[src/clink_rx_pkg.sv]
/* Shared types and decode for the chiplet link receiver.
   Beats are 32 bits wide and carry 4 bytes. A packet holds at most 8 data bytes,
   so longer lengths are clamped to two data beats. */
package clink_rx_pkg;

   //######################################
   // Widths
   //######################################
   localparam int CW         = 32;         // Command word
   localparam int AW         = 32;         // Address
   localparam int DW         = 64;         // Data payload
   localparam int IOW        = 32;         // Pad beat
   localparam int BEAT_BYTES = 4;          // Bytes per beat
   localparam int CRDT_W     = 16;         // Credit counters
   localparam int HDR_BEATS  = 3;          // cmd + dst + src
   localparam int DATA_BEATS = DW / IOW;   // Max data beats

   // Opcodes, reduced set
   localparam logic [3:0] OP_REQ_RD  = 4'd1;   // No data
   localparam logic [3:0] OP_REQ_WR  = 4'd2;   // With data
   localparam logic [3:0] OP_RESP_RD = 4'd3;   // With data
   localparam logic [3:0] OP_RESP_WR = 4'd4;   // No data
   localparam logic [3:0] OP_LINK    = 4'd15;  // Command word only

   // Link credit codes, carried in the length field
   localparam logic [7:0] CRDT_CODE_REQ  = 8'h01;
   localparam logic [7:0] CRDT_CODE_RESP = 8'h11;

   //######################################
   // Types
   //######################################
   typedef enum logic [1:0] {CLS_NONE, CLS_REQ, CLS_RESP, CLS_LINK} cmd_class_e;

   typedef logic [IOW-1:0] beat_t;
   typedef logic [2:0]     bcnt_t;       // Beat count, up to 5

   // Command word fields; ext holds the credit value on link packets
   typedef struct packed {
      logic [15:0] ext;
      logic [7:0]  len;                  // Length or credit code
      logic        rsvd;
      logic [2:0]  size;
      logic [3:0]  opcode;
   } cmd_t;

   typedef struct packed {
      logic [CW-1:0] cmd;
      logic [AW-1:0] dstaddr;
      logic [AW-1:0] srcaddr;
      logic [DW-1:0] data;
   } umi_pkt_t;

   typedef struct packed {
      logic        valid;
      logic [7:0]  code;
      logic [15:0] value;
   } link_crdt_t;

   //######################################
   // Decode
   //######################################
   function automatic cmd_class_e pkt_class(input logic [3:0] opcode);
      case (opcode)
         OP_REQ_RD, OP_REQ_WR:   return CLS_REQ;
         OP_RESP_RD, OP_RESP_WR: return CLS_RESP;
         OP_LINK:                return CLS_LINK;
         default:                return CLS_NONE;  // Dropped by framer
      endcase
   endfunction

   function automatic bcnt_t pkt_beats(input cmd_t cmd);
      logic [15:0] nbytes;
      logic [15:0] dbeats;
      nbytes = ({8'h00, cmd.len} + 16'd1) << cmd.size;
      dbeats = (nbytes + 16'(BEAT_BYTES - 1)) >> $clog2(BEAT_BYTES);  // Round up
      if (dbeats > 16'(DATA_BEATS))
         dbeats = 16'(DATA_BEATS);
      case (cmd.opcode)
         OP_LINK:                return bcnt_t'(1);
         OP_REQ_RD, OP_RESP_WR:  return bcnt_t'(HDR_BEATS);
         OP_REQ_WR, OP_RESP_RD:  return bcnt_t'(HDR_BEATS) + dbeats[2:0];
         default:                return bcnt_t'(1);
      endcase
   endfunction

endpackage

[src/clink_rx_assembler.sv]
/* Rebuilds packets from the class queues. Priority link, response, request,
   held per packet. The last beat of a packet is only read once its output
   holding register is free, so one packet is held and one is in build. */
`timescale 1ns/100ps
module clink_rx_assembler
   (input  logic                     ioclk,
    input  logic                     ionreset,
    input  clink_rx_pkg::beat_t      head_req,
    input  clink_rx_pkg::beat_t      head_resp,
    input  clink_rx_pkg::beat_t      head_link,
    input  logic                     empty_req,
    input  logic                     empty_resp,
    input  logic                     empty_link,
    output logic                     rd_req,
    output logic                     rd_resp,
    output logic                     rd_link,
    output logic                     req_pop,
    output logic                     resp_pop,
    output clink_rx_pkg::link_crdt_t link_crdt,
    output clink_rx_pkg::umi_pkt_t   req_pkt,
    output clink_rx_pkg::umi_pkt_t   resp_pkt,
    output logic                     req_valid,
    output logic                     resp_valid,
    input  logic                     req_ready,
    input  logic                     resp_ready
   );
   import clink_rx_pkg::*;

   cmd_class_e sel_q;       // Queue owned by packet in build
   cmd_class_e cur_sel;
   bcnt_t      idx_q;       // Beat index in packet
   bcnt_t      nbeats_q;    // Beat count latched from command
   bcnt_t      cur_beats;
   beat_t      cur_head;
   cmd_t       cur_cmd;
   logic       cur_empty;
   logic       can_last;    // Destination free for a finished packet
   logic       last;
   logic       rd_go;
   umi_pkt_t   pkt_q;       // Packet under construction
   umi_pkt_t   pkt_next;

   //######################################
   // Queue selection
   //######################################
   always_comb
   begin
      if (idx_q != '0)
         cur_sel = sel_q;               // Stay on queue mid-packet
      else if (!empty_link)
         cur_sel = CLS_LINK;
      else if (!empty_resp)
         cur_sel = CLS_RESP;
      else if (!empty_req)
         cur_sel = CLS_REQ;
      else
         cur_sel = CLS_NONE;
   end

   always_comb
   begin
      case (cur_sel)
         CLS_RESP: cur_head = head_resp;
         CLS_LINK: cur_head = head_link;
         default:  cur_head = head_req;
      endcase
      case (cur_sel)
         CLS_REQ:  cur_empty = empty_req;
         CLS_RESP: cur_empty = empty_resp;
         CLS_LINK: cur_empty = empty_link;
         default:  cur_empty = 1'b1;
      endcase
      case (cur_sel)
         CLS_REQ:  can_last = ~req_valid | req_ready;    // Slot frees this cycle
         CLS_RESP: can_last = ~resp_valid | resp_ready;
         CLS_LINK: can_last = 1'b1;                      // Never held
         default:  can_last = 1'b0;
      endcase
   end

   assign cur_cmd   = cmd_t'(cur_head);
   assign cur_beats = (idx_q == '0) ? pkt_beats(cur_cmd) : nbeats_q;
   assign last      = (idx_q + bcnt_t'(1) == cur_beats);
   assign rd_go     = ~cur_empty & (~last | can_last);   // Stall before last beat

   assign rd_req   = rd_go & (cur_sel == CLS_REQ);
   assign rd_resp  = rd_go & (cur_sel == CLS_RESP);
   assign rd_link  = rd_go & (cur_sel == CLS_LINK);
   assign req_pop  = rd_req;    // One credit per drained beat
   assign resp_pop = rd_resp;

   //######################################
   // Packet build
   //######################################
   always_comb
   begin
      pkt_next = pkt_q;
      case (idx_q)
         3'd0:
         begin
            pkt_next      = '0;           // Clears data for no-data packets
            pkt_next.cmd  = cur_head;
         end
         3'd1:    pkt_next.dstaddr        = cur_head;
         3'd2:    pkt_next.srcaddr        = cur_head;
         3'd3:    pkt_next.data[IOW-1:0]  = cur_head;
         default: pkt_next.data[DW-1:IOW] = cur_head;
      endcase
   end

   always_ff @(posedge ioclk or negedge ionreset)
   begin
      if (!ionreset)
      begin
         idx_q    <= '0;
         nbeats_q <= '0;
         sel_q    <= CLS_NONE;
      end
      else if (rd_go)
      begin
         idx_q <= last ? '0 : idx_q + bcnt_t'(1);
         sel_q <= cur_sel;
         if (idx_q == '0)
            nbeats_q <= cur_beats;
      end
   end

   always_ff @(posedge ioclk)
   begin
      if (rd_go)
         pkt_q <= pkt_next;
   end

   //######################################
   // Output holding registers
   //######################################
   always_ff @(posedge ioclk or negedge ionreset)
   begin
      if (!ionreset)
      begin
         req_valid  <= 1'b0;
         resp_valid <= 1'b0;
      end
      else
      begin
         if (rd_req & last)
            req_valid <= 1'b1;
         else if (req_ready)
            req_valid <= 1'b0;
         if (rd_resp & last)
            resp_valid <= 1'b1;
         else if (resp_ready)
            resp_valid <= 1'b0;
      end
   end

   always_ff @(posedge ioclk)
   begin
      if (rd_req & last)
         req_pkt <= pkt_next;
      if (rd_resp & last)
         resp_pkt <= pkt_next;
   end

   // Link packets end here as a one-cycle credit pulse
   always_ff @(posedge ioclk or negedge ionreset)
   begin
      if (!ionreset)
         link_crdt <= '0;
      else
      begin
         link_crdt.valid <= rd_link & last;
         if (rd_link & last)
         begin
            link_crdt.code  <= cur_cmd.len;
            link_crdt.value <= cur_cmd.ext;
         end
      end
   end

endmodule

[config.mk]
export PLATFORM = sky130hd
export DESIGN_NAME = clink_rx_assembler
export DESIGN_NICKNAME = d
export VERILOG_FILES = /design/src/clink_rx_pkg.sv /design/src/clink_rx_assembler.sv
export SDC_FILE = /design/constraint.sdc
export NUM_CORES = 1
export LEC_CHECK = 0
export BUFFER_PORTS_ARGS = -buffer_cell sky130_fd_sc_hd__buf_4
export CORE_ASPECT_RATIO = 1.75
export CORE_UTILIZATION = 35
export CTS_CLUSTER_SIZE = 20
export DETAILED_ROUTE_END_ITERATION = 8
export PLACE_DENSITY = 0.58
export SLEW_MARGIN = 20
export SYNTH_ARGS = -nofsm -noshare
export SYNTH_HDL_FRONTEND = slang
export SYNTH_SLANG_ARGS = --single-unit
[constraint.sdc]
create_clock -name ioclk -period 22.9 [get_ports ioclk]
set_input_delay 1.145 -clock ioclk [delete_from_list [all_inputs] [get_ports ioclk]]
set_output_delay 1.145 -clock ioclk [all_outputs]
set_load 0.02 [all_outputs]
==> results.md, run 1 <==
- Die width: 182 um
- Post-synth EDFFs: 480
- DR vias: between 10000 and 15000
- Proportion of layout cells with a drive suffix above 1: 33.7%
- Worst Hold End: link_crdt[23]
- Antenna violations before repair: 1
- Post-synthesis sequential area ratio: between 70 and 80%
- Combinational group share of total power: between 40 and 50%
- Post-synthesis cell area: 0.0199 mm^2
- Worst-margin pin slew: 1.19 ns
- Reg-to-reg slack, setup: 13.84 ns
- Overall routed net length: 60500 um
- Largest family of logic cells by synthesized area: compound AO/OA/AOI/OAI gates
- Global Route Usage Sum: 20.6%
- Clk pwr share: between 10% and 20%
- Clock Skews: 0.0238 ns
- Antenna Violating Nets Remaining: 0
- Synth Register Bits: 515
- Most frequent CP cell: nor3_1
- Unrepaired setup endpoints after global routing: no
- First-pass GRT wire length: 87100 um
- Fill count: 4923
- Ys Warns: 0
- HPWL after DPL: 43100 um
- CP Class: flip-flop to output pin
- Final hold violation count: 0
- Final Util: 45.8%
- Slew Viols, Final: 0
- CTS sink cnt: 515
- Number of global-route vias before repair: 13000
- Number of gates resized after cts: 0
- # diodes: 0
- Die height: approximately 320 um
- CP Data Arrival Time: 8.39 ns
- Largest net degree at the start of global routing: 97
- Min-Delay Path Depth: 1
- Post-synth top flop: edfxtp_1
- Hold-fix buffers, CTS: 0
- # setup viols final: 0
- PD cells: between 150 and 200 mW/mm^2
- Simple-gate area share of the yosys netlist: 8.26%
- Sw Share: 40.9%
- Compound-gate portion of the synthesized area: 9.36%
- Worst vdd ir: 0.0915 mV
- Critical Path Source Type: flip-flop
- Root Driver: clkbuf_16
- Worst-path fanout max: 20
- Post-CTS Setup Inserts: 0
- Avg WL per Cell: 23.5 um
- # rows: between 100 and 150
- Crit path buf inv count: 3
- I/O pin count: 455
- GP Congestion: 0.913
- Mux cell area share after synthesis: 2.65%
- Drt drc: 0
- Rel. slew slack: between 20% and 30%
- Internal: between 2 and 3 mW
- RR Startpoint: idx_q[0]
- Setup_tns: 0 ns
- Fmax achieved: 0.105 GHz
- Number of nets in the layout: 1884
- # Max-Cap Violations: 0
- Top cell family by delay on the critical path: simple AND/OR/NAND/NOR gates
- Element type at the critical path end: output pin
- Hold WC Path Type: flip-flop to flip-flop
- CORE AREA: 0.0563 mm^2
- Leak: 9.82 nW
- Starting DRT DRC Count: 1161
- Slowest CP cell: mux2i_4
- Worst-skew pair later-pin latency: slightly below 0.6 ns
- CTS Buf Count: 47
- Final worst path period share: 41.6%
- CTS tree: built
- Total grt overflow: 0
- Xor and xnor area share after synthesis: 0.484%
- Layout area overhead: 29.4%
- Seq pwr share: around 39%
- Drt first pass iters: 5
- Tmin final: approximately 9.5 ns
- Vias/cell: 5.04
- Worst r2r path cells: 26
- Asr flop ratio synth: 6.80%
- Netlist cell types: 73
- Outcome: complete, no violations
- Slowest Stage Delay on Critical Path: slightly below 0.7 ns
- # port buffers: 454
- HP Start: link_crdt[23]
- Initial core utilization: 35.4%
- Clock-pin slew of the registers on the worst-case setup and hold paths: 0.06 ns
- CP Data Required Time: 21.76 ns
- Syn_area_per_cell: roughly 15 um^2
- Post-synth net total: 1432
- Net Switching: 1.81 mW
- H-tree depth: 2
- Worst R2R End: pkt_q[107]
- Die area: 0.0579 mm^2
- Synth Area in Adders: less than 1%
- Clock Path Buffers: 3
- Post-Synthesis Cells: roughly 1300
worst max-delay path by stage:
stage / start / endpoint / slack [ns] / cells past startpoint
finish: idx_q[0] / rd_resp / 13.37 / 26
global route: idx_q[0] / resp_pop / 12.83 / 26
CTS: idx_q[0] / rd_resp / 13.50 / 26
detailed placement: empty_resp / pkt_q[38] / 13.83 / 26
global placement: empty_resp / pkt_q[38] / 14.08 / 26
floorplan: empty_link / req_pkt[0] / 5.42 / 27
state kept, by name (all words and copies together), names as in the netlist:
name / flops
sel_q: 2
pkt_q: 160
req_valid: 1
idx_q: 3
resp_valid: 1
req_pkt: 160
resp_pkt: 160
nbeats_q: 3
link_crdt: 25
power groups by stage:
stage	combinational [mW]	sequential (mW)	clock, mW
4_1_cts	1.96	1.72	0.800
3_3_place_gp	1.92	1.72	0
2_1_floorplan	1.03	1.89	0
3_5_place_dp	1.95	1.73	0
5_1_grt	2.07	1.74	0.835
6_report	1.93	1.71	0.778
final cells by class:
type,instances,area [um^2],area share [%]
sequential,515,15300,59.4
multi-input combinational,714,4330,16.8
timing repair buffer,483,3630,14.1
clock buffer,58,1230,4.77
tap,760,951,3.69
clock inverter,26,273,1.06
inverter,13,53.8,0.209
cell usage in the layout, fill, tap and decap left out, types with 7 or more instances in the layout:
cell type    n
buf_4      483
edfxtp_1   480
nand2_1    239
o21ai_0     86
nor2_1      70
a22o_1      65
clkbuf_16   47
dfrtp_1     35
a31oi_1     21
a21oi_1     21
mux2_4      18
nor3_1      15
mux2i_1     11
inv_1       11
nand3_1     10
clkbuf_1    10
a31oi_2      9
nand4_1      8
xnor2_1      7
nand2b_1     7
mux2_1       7
metal layers:
layer,GRT usage (%),vias to the layer above,share of wire (%),wire length [um]
met1,23.0,6408,37,22200
met2,38.3,553,54,32500
li1,-,5887,-,-
met5,0,-,0.018,11
met3,4.00,87,6.3,3800
met4,7.36,2,3.2,1910
kinds of logic (layout without fill, tap and decap cells):
| logic type | after synthesis | after routing |
|---|---|---|
| flip-flops | 515 | 515 |
| buffers and inverters | 93 | 580 |
| AND/OR/NAND/NOR | 386 | 386 |
| multiplexers | 41 | 41 |
| adder cells (fa/ha/maj) | 7 | 7 |
| XOR/XNOR | 11 | 11 |
| AO/OA/AOI/OAI | 269 | 269 |
synthesized netlist by cell type, drive strengths merged, types with 4 or more instances:
master | n | area (um^2)
o211a | 4 | 40.0
nand2b | 8 | 50.1
clkbuf | 55 | 206
dfrtp | 35 | 876
o21ai | 90 | 450
nor3 | 17 | 96.4
nand4 | 8 | 50.1
nor2 | 74 | 278
o31ai | 4 | 48.8
xor2 | 4 | 35.0
and3 | 5 | 31.3
o211ai | 7 | 57.6
nand2 | 239 | 897
o22ai | 6 | 37.5
a31oi | 30 | 188
nand3 | 11 | 60.1
buf | 25 | 140
a21o | 5 | 37.5
a21oi | 21 | 105
edfxtp | 480 | 14400
inv | 13 | 48.8
mux2i | 12 | 133
or2 | 8 | 50.1
xnor2 | 7 | 61.3
ha | 7 | 87.6
nor2b | 6 | 37.5
a22o | 65 | 569
mux2 | 29 | 394
per-stage QoR:
stage / power [mW] / std cells / area (um^2) / hold slack [ns] / setup slack (ns)
floorplan: 2.91 / 1322 / 19900 / 0.470 / 5.42
global placement: 3.64 / 2485 / 24200 / 0.474 / 14.08
detailed placement: 3.68 / 2485 / 24200 / 0.486 / 13.83
CTS: 4.47 / 2569 / 25700 / 0.501 / 13.50
global route: 4.65 / 2569 / 25700 / 0.516 / 12.83
finish: 4.42 / 2569 / 25700 / 0.494 / 13.37
worst reg2reg max path: stages (launching register included):
cell and delay (ns):
dfrtp_1 0.47, inv_1 0.12, ha_1 0.22, nor2b_4 0.49
mux2i_4 0.69, a21oi_1 0.08, a21o_1 0.34, inv_1 0.27
ha_1 0.53, o21ai_1 0.16, nor3_1 0.43, o21ai_1 0.13
a2111oi_0 0.51, or2_2 0.22, nand4_1 0.14, a21boi_1 0.21
nor3_1 0.33, a21boi_0 0.23, ha_1 0.27, o22ai_1 0.16
nand2_1 0.10, o21ai_0 0.11, xor2_1 0.13, nor3_1 0.37
a21o_1 0.46, clkinv_4 0.77, buf_4 0.75
Note: power is estimated with default switching activity, not from simulation.
==> inputs of run 2 (changes only) <==
PLACE_DENSITY = 0.6   (was 0.58)
clock period = 7.7 ns   (was 22.9 ns; I/O delays follow)
==> results.md, run 2 (synthesis results as in run 1) <==
- Critical Path Source Type: flip-flop
- Outcome: complete, no violations
- Commonest non-fill, non-tap cell in the layout: buf_4
- Element type at the critical path end: output pin
- Tmin final: 7.32 ns
- Clk pwr share: 17.2%
- PD cells: slightly above 500 mW/mm^2
- Total grt overflow: 0
- Die width: 182 um
- CP Data Arrival Time: 6.93 ns
- GP Congestion: approximately 0.93
- Largest net degree at the start of global routing: between 60 and 70
- Largest registers: pkt_q (160), req_pkt (160), resp_pkt (160)
- Final hold violation count: 0
- Drt first pass iters: 5
- Dpl ws: roughly 0.62 ns
- Antenna violations before repair: 8
- DR vias: 13200
- Avg WL per Cell: between 20 and 25 um
- Slew Viols, Final: 0
- CTS sink cnt: 515
- Final worst path period share: 95.0%
- Hold WS: 0.181 ns
- Initial core utilization: a little over a third
- CTS Buf Count: between 40 and 50
- Post-Layout Cell Count: 2593
- # rows: 115
- Worst-margin pin slew: about 1.2 ns
- Worst-skew pair later-pin latency: 0.59 ns
- Die area: between 0.05 and 0.06 mm^2
- Starting DRT DRC Count: 871
- Global Route Usage Sum: 21.6%
- Leak: ~9.9 nW
- Worst-path fanout max: 17
- Seq pwr share: a little under two fifths
- Rel. slew slack: 21.1%
- CP Data Required Time: 7.32 ns
- First-pass GRT wire length: 89700 um
- CTS tree: built
- # port buffers: ~450
- Internal: 7.90 mW
- CP Class: flip-flop to output pin
- H-tree depth: 2
- # Max-Cap Violations: 0
- Root Driver: clkbuf_16
- Proportion of layout cells with a drive suffix above 1: 35.2%
- Worst Setup Slack, final: roughly 0.38 ns
- Number of global-route vias before repair: 13100
- Net Switching: 5.54 mW
- # setup viols final: 0
- I/O pin count: 455
- CORE AREA: 0.0563 mm^2
- Vias/cell: about 5.1
- Clock Path Buffers: 3
- Sw Share: about two fifths
- Layout area overhead: 31.1%
- HPWL after DPL: 46400 um
- Antenna Violating Nets Remaining: 0
- Final Util: 46.4%
- Overall routed net length: ~64000 um
- Hold WC Path Type: input port to flip-flop
- Placed cell count: 2496
- Drt drc: 0
- Number of nets in the layout: about 1900
- Clock-pin slew of the registers on the worst-case setup and hold paths: 0.07 ns
- Worst vdd ir: 0.246 mV
- Clock Skews: roughly 0.035 ns
- Total design power: 13.4 mW
- Commonest cells after routing, fill and taps aside: buf_4, edfxtp_1, nand2_1
- Fmax achieved: roughly 0.14 GHz
- Die height: 317 um
- Combinational group share of total power: 44.8%
run 2: cell types whose count changed in the layout (fill, tap and decap cells not counted), moves of 3 or more:
| cell | previous run | this run |
|---|---|---|
| a31oi_2 | 9 | 13 |
| buf_4 | 483 | 493 |
| clkinv_4 | 6 | 3 |
| clkinv_1 | 5 | 9 |
| buf_12 | 0 | 6 |
| a31oi_1 | 21 | 17 |
| diode_2 | 0 | 4 |
run 2: area by class of cell:
cell class                 instances  area, um^2
inverter                          13        52.6
timing repair buffer             500        3830
sequential                       515       15300
multi-input combinational        716        4460
clock inverter                    31         323
antenna                            4        10.0
clock buffer                      54        1180
fill                            4939       30200
tap                              760         951
run 2: repair_timing:
item	4_1_cts	5_1_grt
hold buffers	1	0
hold endpoints to repair	35	0
buffers inserted	0	5
gates resized for setup	0	7
endpoints found under the setup margin	0	4
run 2: final timing paths:
| path | startpoint | endpoint | slack [ns] | cells after the start |
|---|---|---|---|---|
| min | resp_ready | resp_valid | 0.18 | 3 |
| min reg2reg | link_crdt[0] | link_crdt[0] | 0.49 | 1 |
| max in group asynchronous | ionreset | link_crdt[4] | 6.99 | 2 |
| min in group asynchronous | ionreset | nbeats_q[1] | 0.34 | 2 |
| max | idx_q[0] | req_pop | 0.38 | 27 |
| max reg2reg | idx_q[0] | pkt_q[31] | 0.71 | 26 |
run 2: power by group through the flow:
stage / registers, mW / clock network [mW] / logic (mW)
floorplan: 5.51 / 0 / 3.11
global placement: 5.14 / 0 / 5.86
detailed placement: 5.16 / 0 / 5.95
CTS: 5.11 / 2.38 / 5.98
global route: 5.17 / 2.47 / 6.44
finish: 5.10 / 2.32 / 6.02
run 2: stage by stage:
step                cell area [um^2]  setup TNS [ns]
floorplan                      20000         -409.30
global placement               24500               0
detailed placement             24500               0
CTS                            26000               0
global route                   26100        -0.00129
finish                         26100               0
run 2: routing by layer:
| layer | wire (um) | global-route usage (%) | vias to the layer above |
|---|---|---|---|
| met5 | 45 | 0 | - |
| met4 | 2800 | 9.24 | 8 |
| met3 | 3800 | 3.87 | 131 |
| met2 | 34800 | 41.0 | 573 |
| met1 | 22300 | 22.9 | 6590 |
| li1 | - | - | 5945 |
run 2: worst max-delay path: stages, from the launching register on:
cell and delay, ns:
dfrtp_1 0.46, inv_1 0.12, ha_2 0.29, nor2b_4 0.29
mux2_4 0.42, o2111ai_2 0.10, o21ai_2 0.09, inv_2 0.19
ha_4 0.24, o21ba_1 0.18, or2_1 0.29, a211o_1 0.32
or2_1 0.30, or3b_1 0.36, a31oi_1 0.19, nand4_1 0.20
nor3_2 0.29, nand3_1 0.11, ha_1 0.33, o22ai_1 0.16
nand2_1 0.09, o21ai_1 0.10, xor2_1 0.22, nor3_1 0.09
a21o_1 0.20, buf_4 0.19, nor3_1 0.27, buf_4 0.23
==> inputs of run 3 (changes only) <==
MAX_ROUTING_LAYER = met4   (was unset)
SETUP_SLACK_MARGIN = 0.5   (was unset)
==> results.md, run 3 (synthesis results as in run 1) <==
- Most frequent CP cell: ha_4
- DR vias: 13300
- Worst-margin pin slew: about 1.2 ns
- # rows: 115
- Hold WC Path Type: input port to flip-flop
- Combinational group share of total power: between 40% and 50%
- Final hold violation count: 0
- Drt first pass iters: 7
- Starting DRT DRC Count: approximately 1000
- Worst-skew pair later-pin latency: 0.58 ns
- Die width: ~180 um
- Number of global-route vias before repair: between 10000 and 15000
- Fill count: about 5000
- Vias/cell: around 5.1
- Layout area overhead: 31.6%
- Element type at the critical path end: output pin
- Largest net degree at the start of global routing: 87
- Sw Share: 41.6%
- Tmin final: 6.89 ns
- CTS tree: built
- Slowest CP cell: dfrtp_2
- Met3 WL: 3380 um
- Global Route Usage Sum: 22.4%
- # Max-Cap Violations: 0
- HPWL after DPL: 46200 um
- Proportion of layout cells with a drive suffix above 1: between 30% and 40%
- Min-Delay Path Depth: 3
- Final Util: 46.6%
- CP Data Arrival Time: 6.50 ns
- Clk pwr share: 16.4%
- Seq pwr share: 37.9%
- First-pass GRT wire length: 90800 um
- Slowest Stage Delay on Critical Path: 0.40 ns
- Worst vdd ir: 0.360 mV
- Clock Skews: just over 0.02 ns
- Worst Setup Slack, final: 0.813 ns
- # setup viols final: 0
- CTS Buf Count: 46
- M1 WL: 22800 um
- # port buffers: 454
- Largest registers: pkt_q (160), req_pkt (160), resp_pkt (160)
- Critical Path Source Type: flip-flop
- CP Data Required Time: 7.32 ns
- Leak: 9.99 nW
- Total grt overflow: 0
- GP Congestion: 0.944
- Unrepaired setup endpoints after global routing: no
- H-tree depth: 2
- Net Switching: between 5 and 6 mW
- Max Used Layer: met4
- Worst r2r path cells: 26
- Slew Viols, Final: 0
- Root Driver: clkbuf_16
- Top cell family by delay on the critical path: simple AND/OR/NAND/NOR gates
- DR WL met2: 35100 um
- Antenna violations before repair: 4
- CORE AREA: 0.0563 mm^2
- Avg WL per Cell: 24.6 um
- Initial core utilization: a little over a third
- Outcome: complete, no violations
- Drt drc: 0
- Antenna Violating Nets Remaining: 0
- Commonest cells after routing, fill and taps aside: buf_4, edfxtp_1, nand2_1
- Worst-path fanout max: 10
- Die height: 317 um
- Clock-pin slew of the registers on the worst-case setup and hold paths: roughly 0.07 ns
- CTS sink cnt: ~520
- Crit path buf inv count: 4
- CP Class: flip-flop to output pin
- Dpl ws: about 0.5 ns
- Fmax achieved: 0.145 GHz
- Clock Path Buffers: 3
- Internal: slightly below 8 mW
- Overall routed net length: 64200 um
- I/O pin count: approximately 460
- PD cells: 514 mW/mm^2
- Commonest non-fill, non-tap cell in the layout: buf_4
- Die area: between 0.05 and 0.06 mm^2
- Final worst path period share: about 89%
- WP depth: 27
- Number of nets in the layout: 1917
- Rel. slew slack: 22.5%
## run 3: cell types whose count changed in the layout (fill, tap and decap cells not counted), moves of 2 or more
cell       before  now
or2_4           1    3
buf_6           0    3
buf_4         493  505
bufinv_16       5    0
clkinv_4        3    6
inv_6           1    6
nor3_1         13   11
clkinv_1        9    5
nor2_2          2    4
## run 3: what timing repair did
action | CTS | global route
pin swaps | 3 | 5
resized for setup | 10 | 14
gates cloned | 2 | 1
hold buffers | 1 | 0
endpoints found under the hold margin | 35 | 0
endpoints found under the setup margin | 4 | 30
buffers inserted | 3 | 14
## run 3: metrics by stage
stage	area, um^2	hold slack, ns	TNS (ns)	instances	power (mW)
after floorplan	20000	0.0894	-409.30	1322	8.63
after global placement	24500	0.384	0	2498	11.0
after detailed placement	24500	0.390	0	2498	11.1
after CTS	26000	0.188	0	2589	13.5
after global routing	26200	0.218	0	2608	14.1
final	26200	0.206	0	2608	13.5
## run 3: path summary, 6_finish.rpt
| path | from | endpoint | slack, ns |
|---|---|---|---|
| max | idx_q[0] | resp_pop | 0.81 |
| min | resp_ready | resp_valid | 0.21 |
| max reg2reg | idx_q[0] | req_pkt[40] | 1.16 |
| min reg2reg | link_crdt[15] | link_crdt[15] | 0.50 |
| max in group asynchronous | ionreset | idx_q[0] | 6.94 |
| min in group asynchronous | ionreset | link_crdt[17] | 0.36 |
## run 3: power by group through the flow
stage	combinational, mW	clock (mW)	sequential (mW)
floorplan	3.11	0	5.51
global placement	5.88	0	5.14
detailed placement	5.98	0	5.16
CTS	6.09	2.27	5.11
global route	6.56	2.36	5.17
finish	6.15	2.21	5.10
## run 3: worst register-to-register path, delay by kind of cell (launching register included)
kind | cells | cell delay (ns)
xor gates and xnor gates | 1 | 0.10
adders and majority gates | 3 | 0.69
AOI/OAI and AO/OA | 7 | 1.17
and+or+nand+nor | 11 | 2.77
buffers and inverters | 3 | 0.67
muxes | 1 | 0.39
DFF | 1 | 0.40
## run 3: cell type report
class                   count  area [um^2]  share of cell area (%)
diodes                      4         10.0                  0.0382
clock buffers              54         1200                    4.59
clock inverters            31          231                   0.884
inverters                  13         55.1                   0.210
multi-input cells         717         4520                    17.2
flip-flops and latches    515        15300                    58.4
well taps                 760          951                    3.63
repair buffers            514         3940                    15.0
## run 3: layer usage
metal | global-route usage (%) | vias up
met3 | 3.29 | 149
li1 | - | 5960
met1 | 23.1 | 6588
met4 | 10.0 | 0
met5 | - | -
met2 | 41.6 | 587
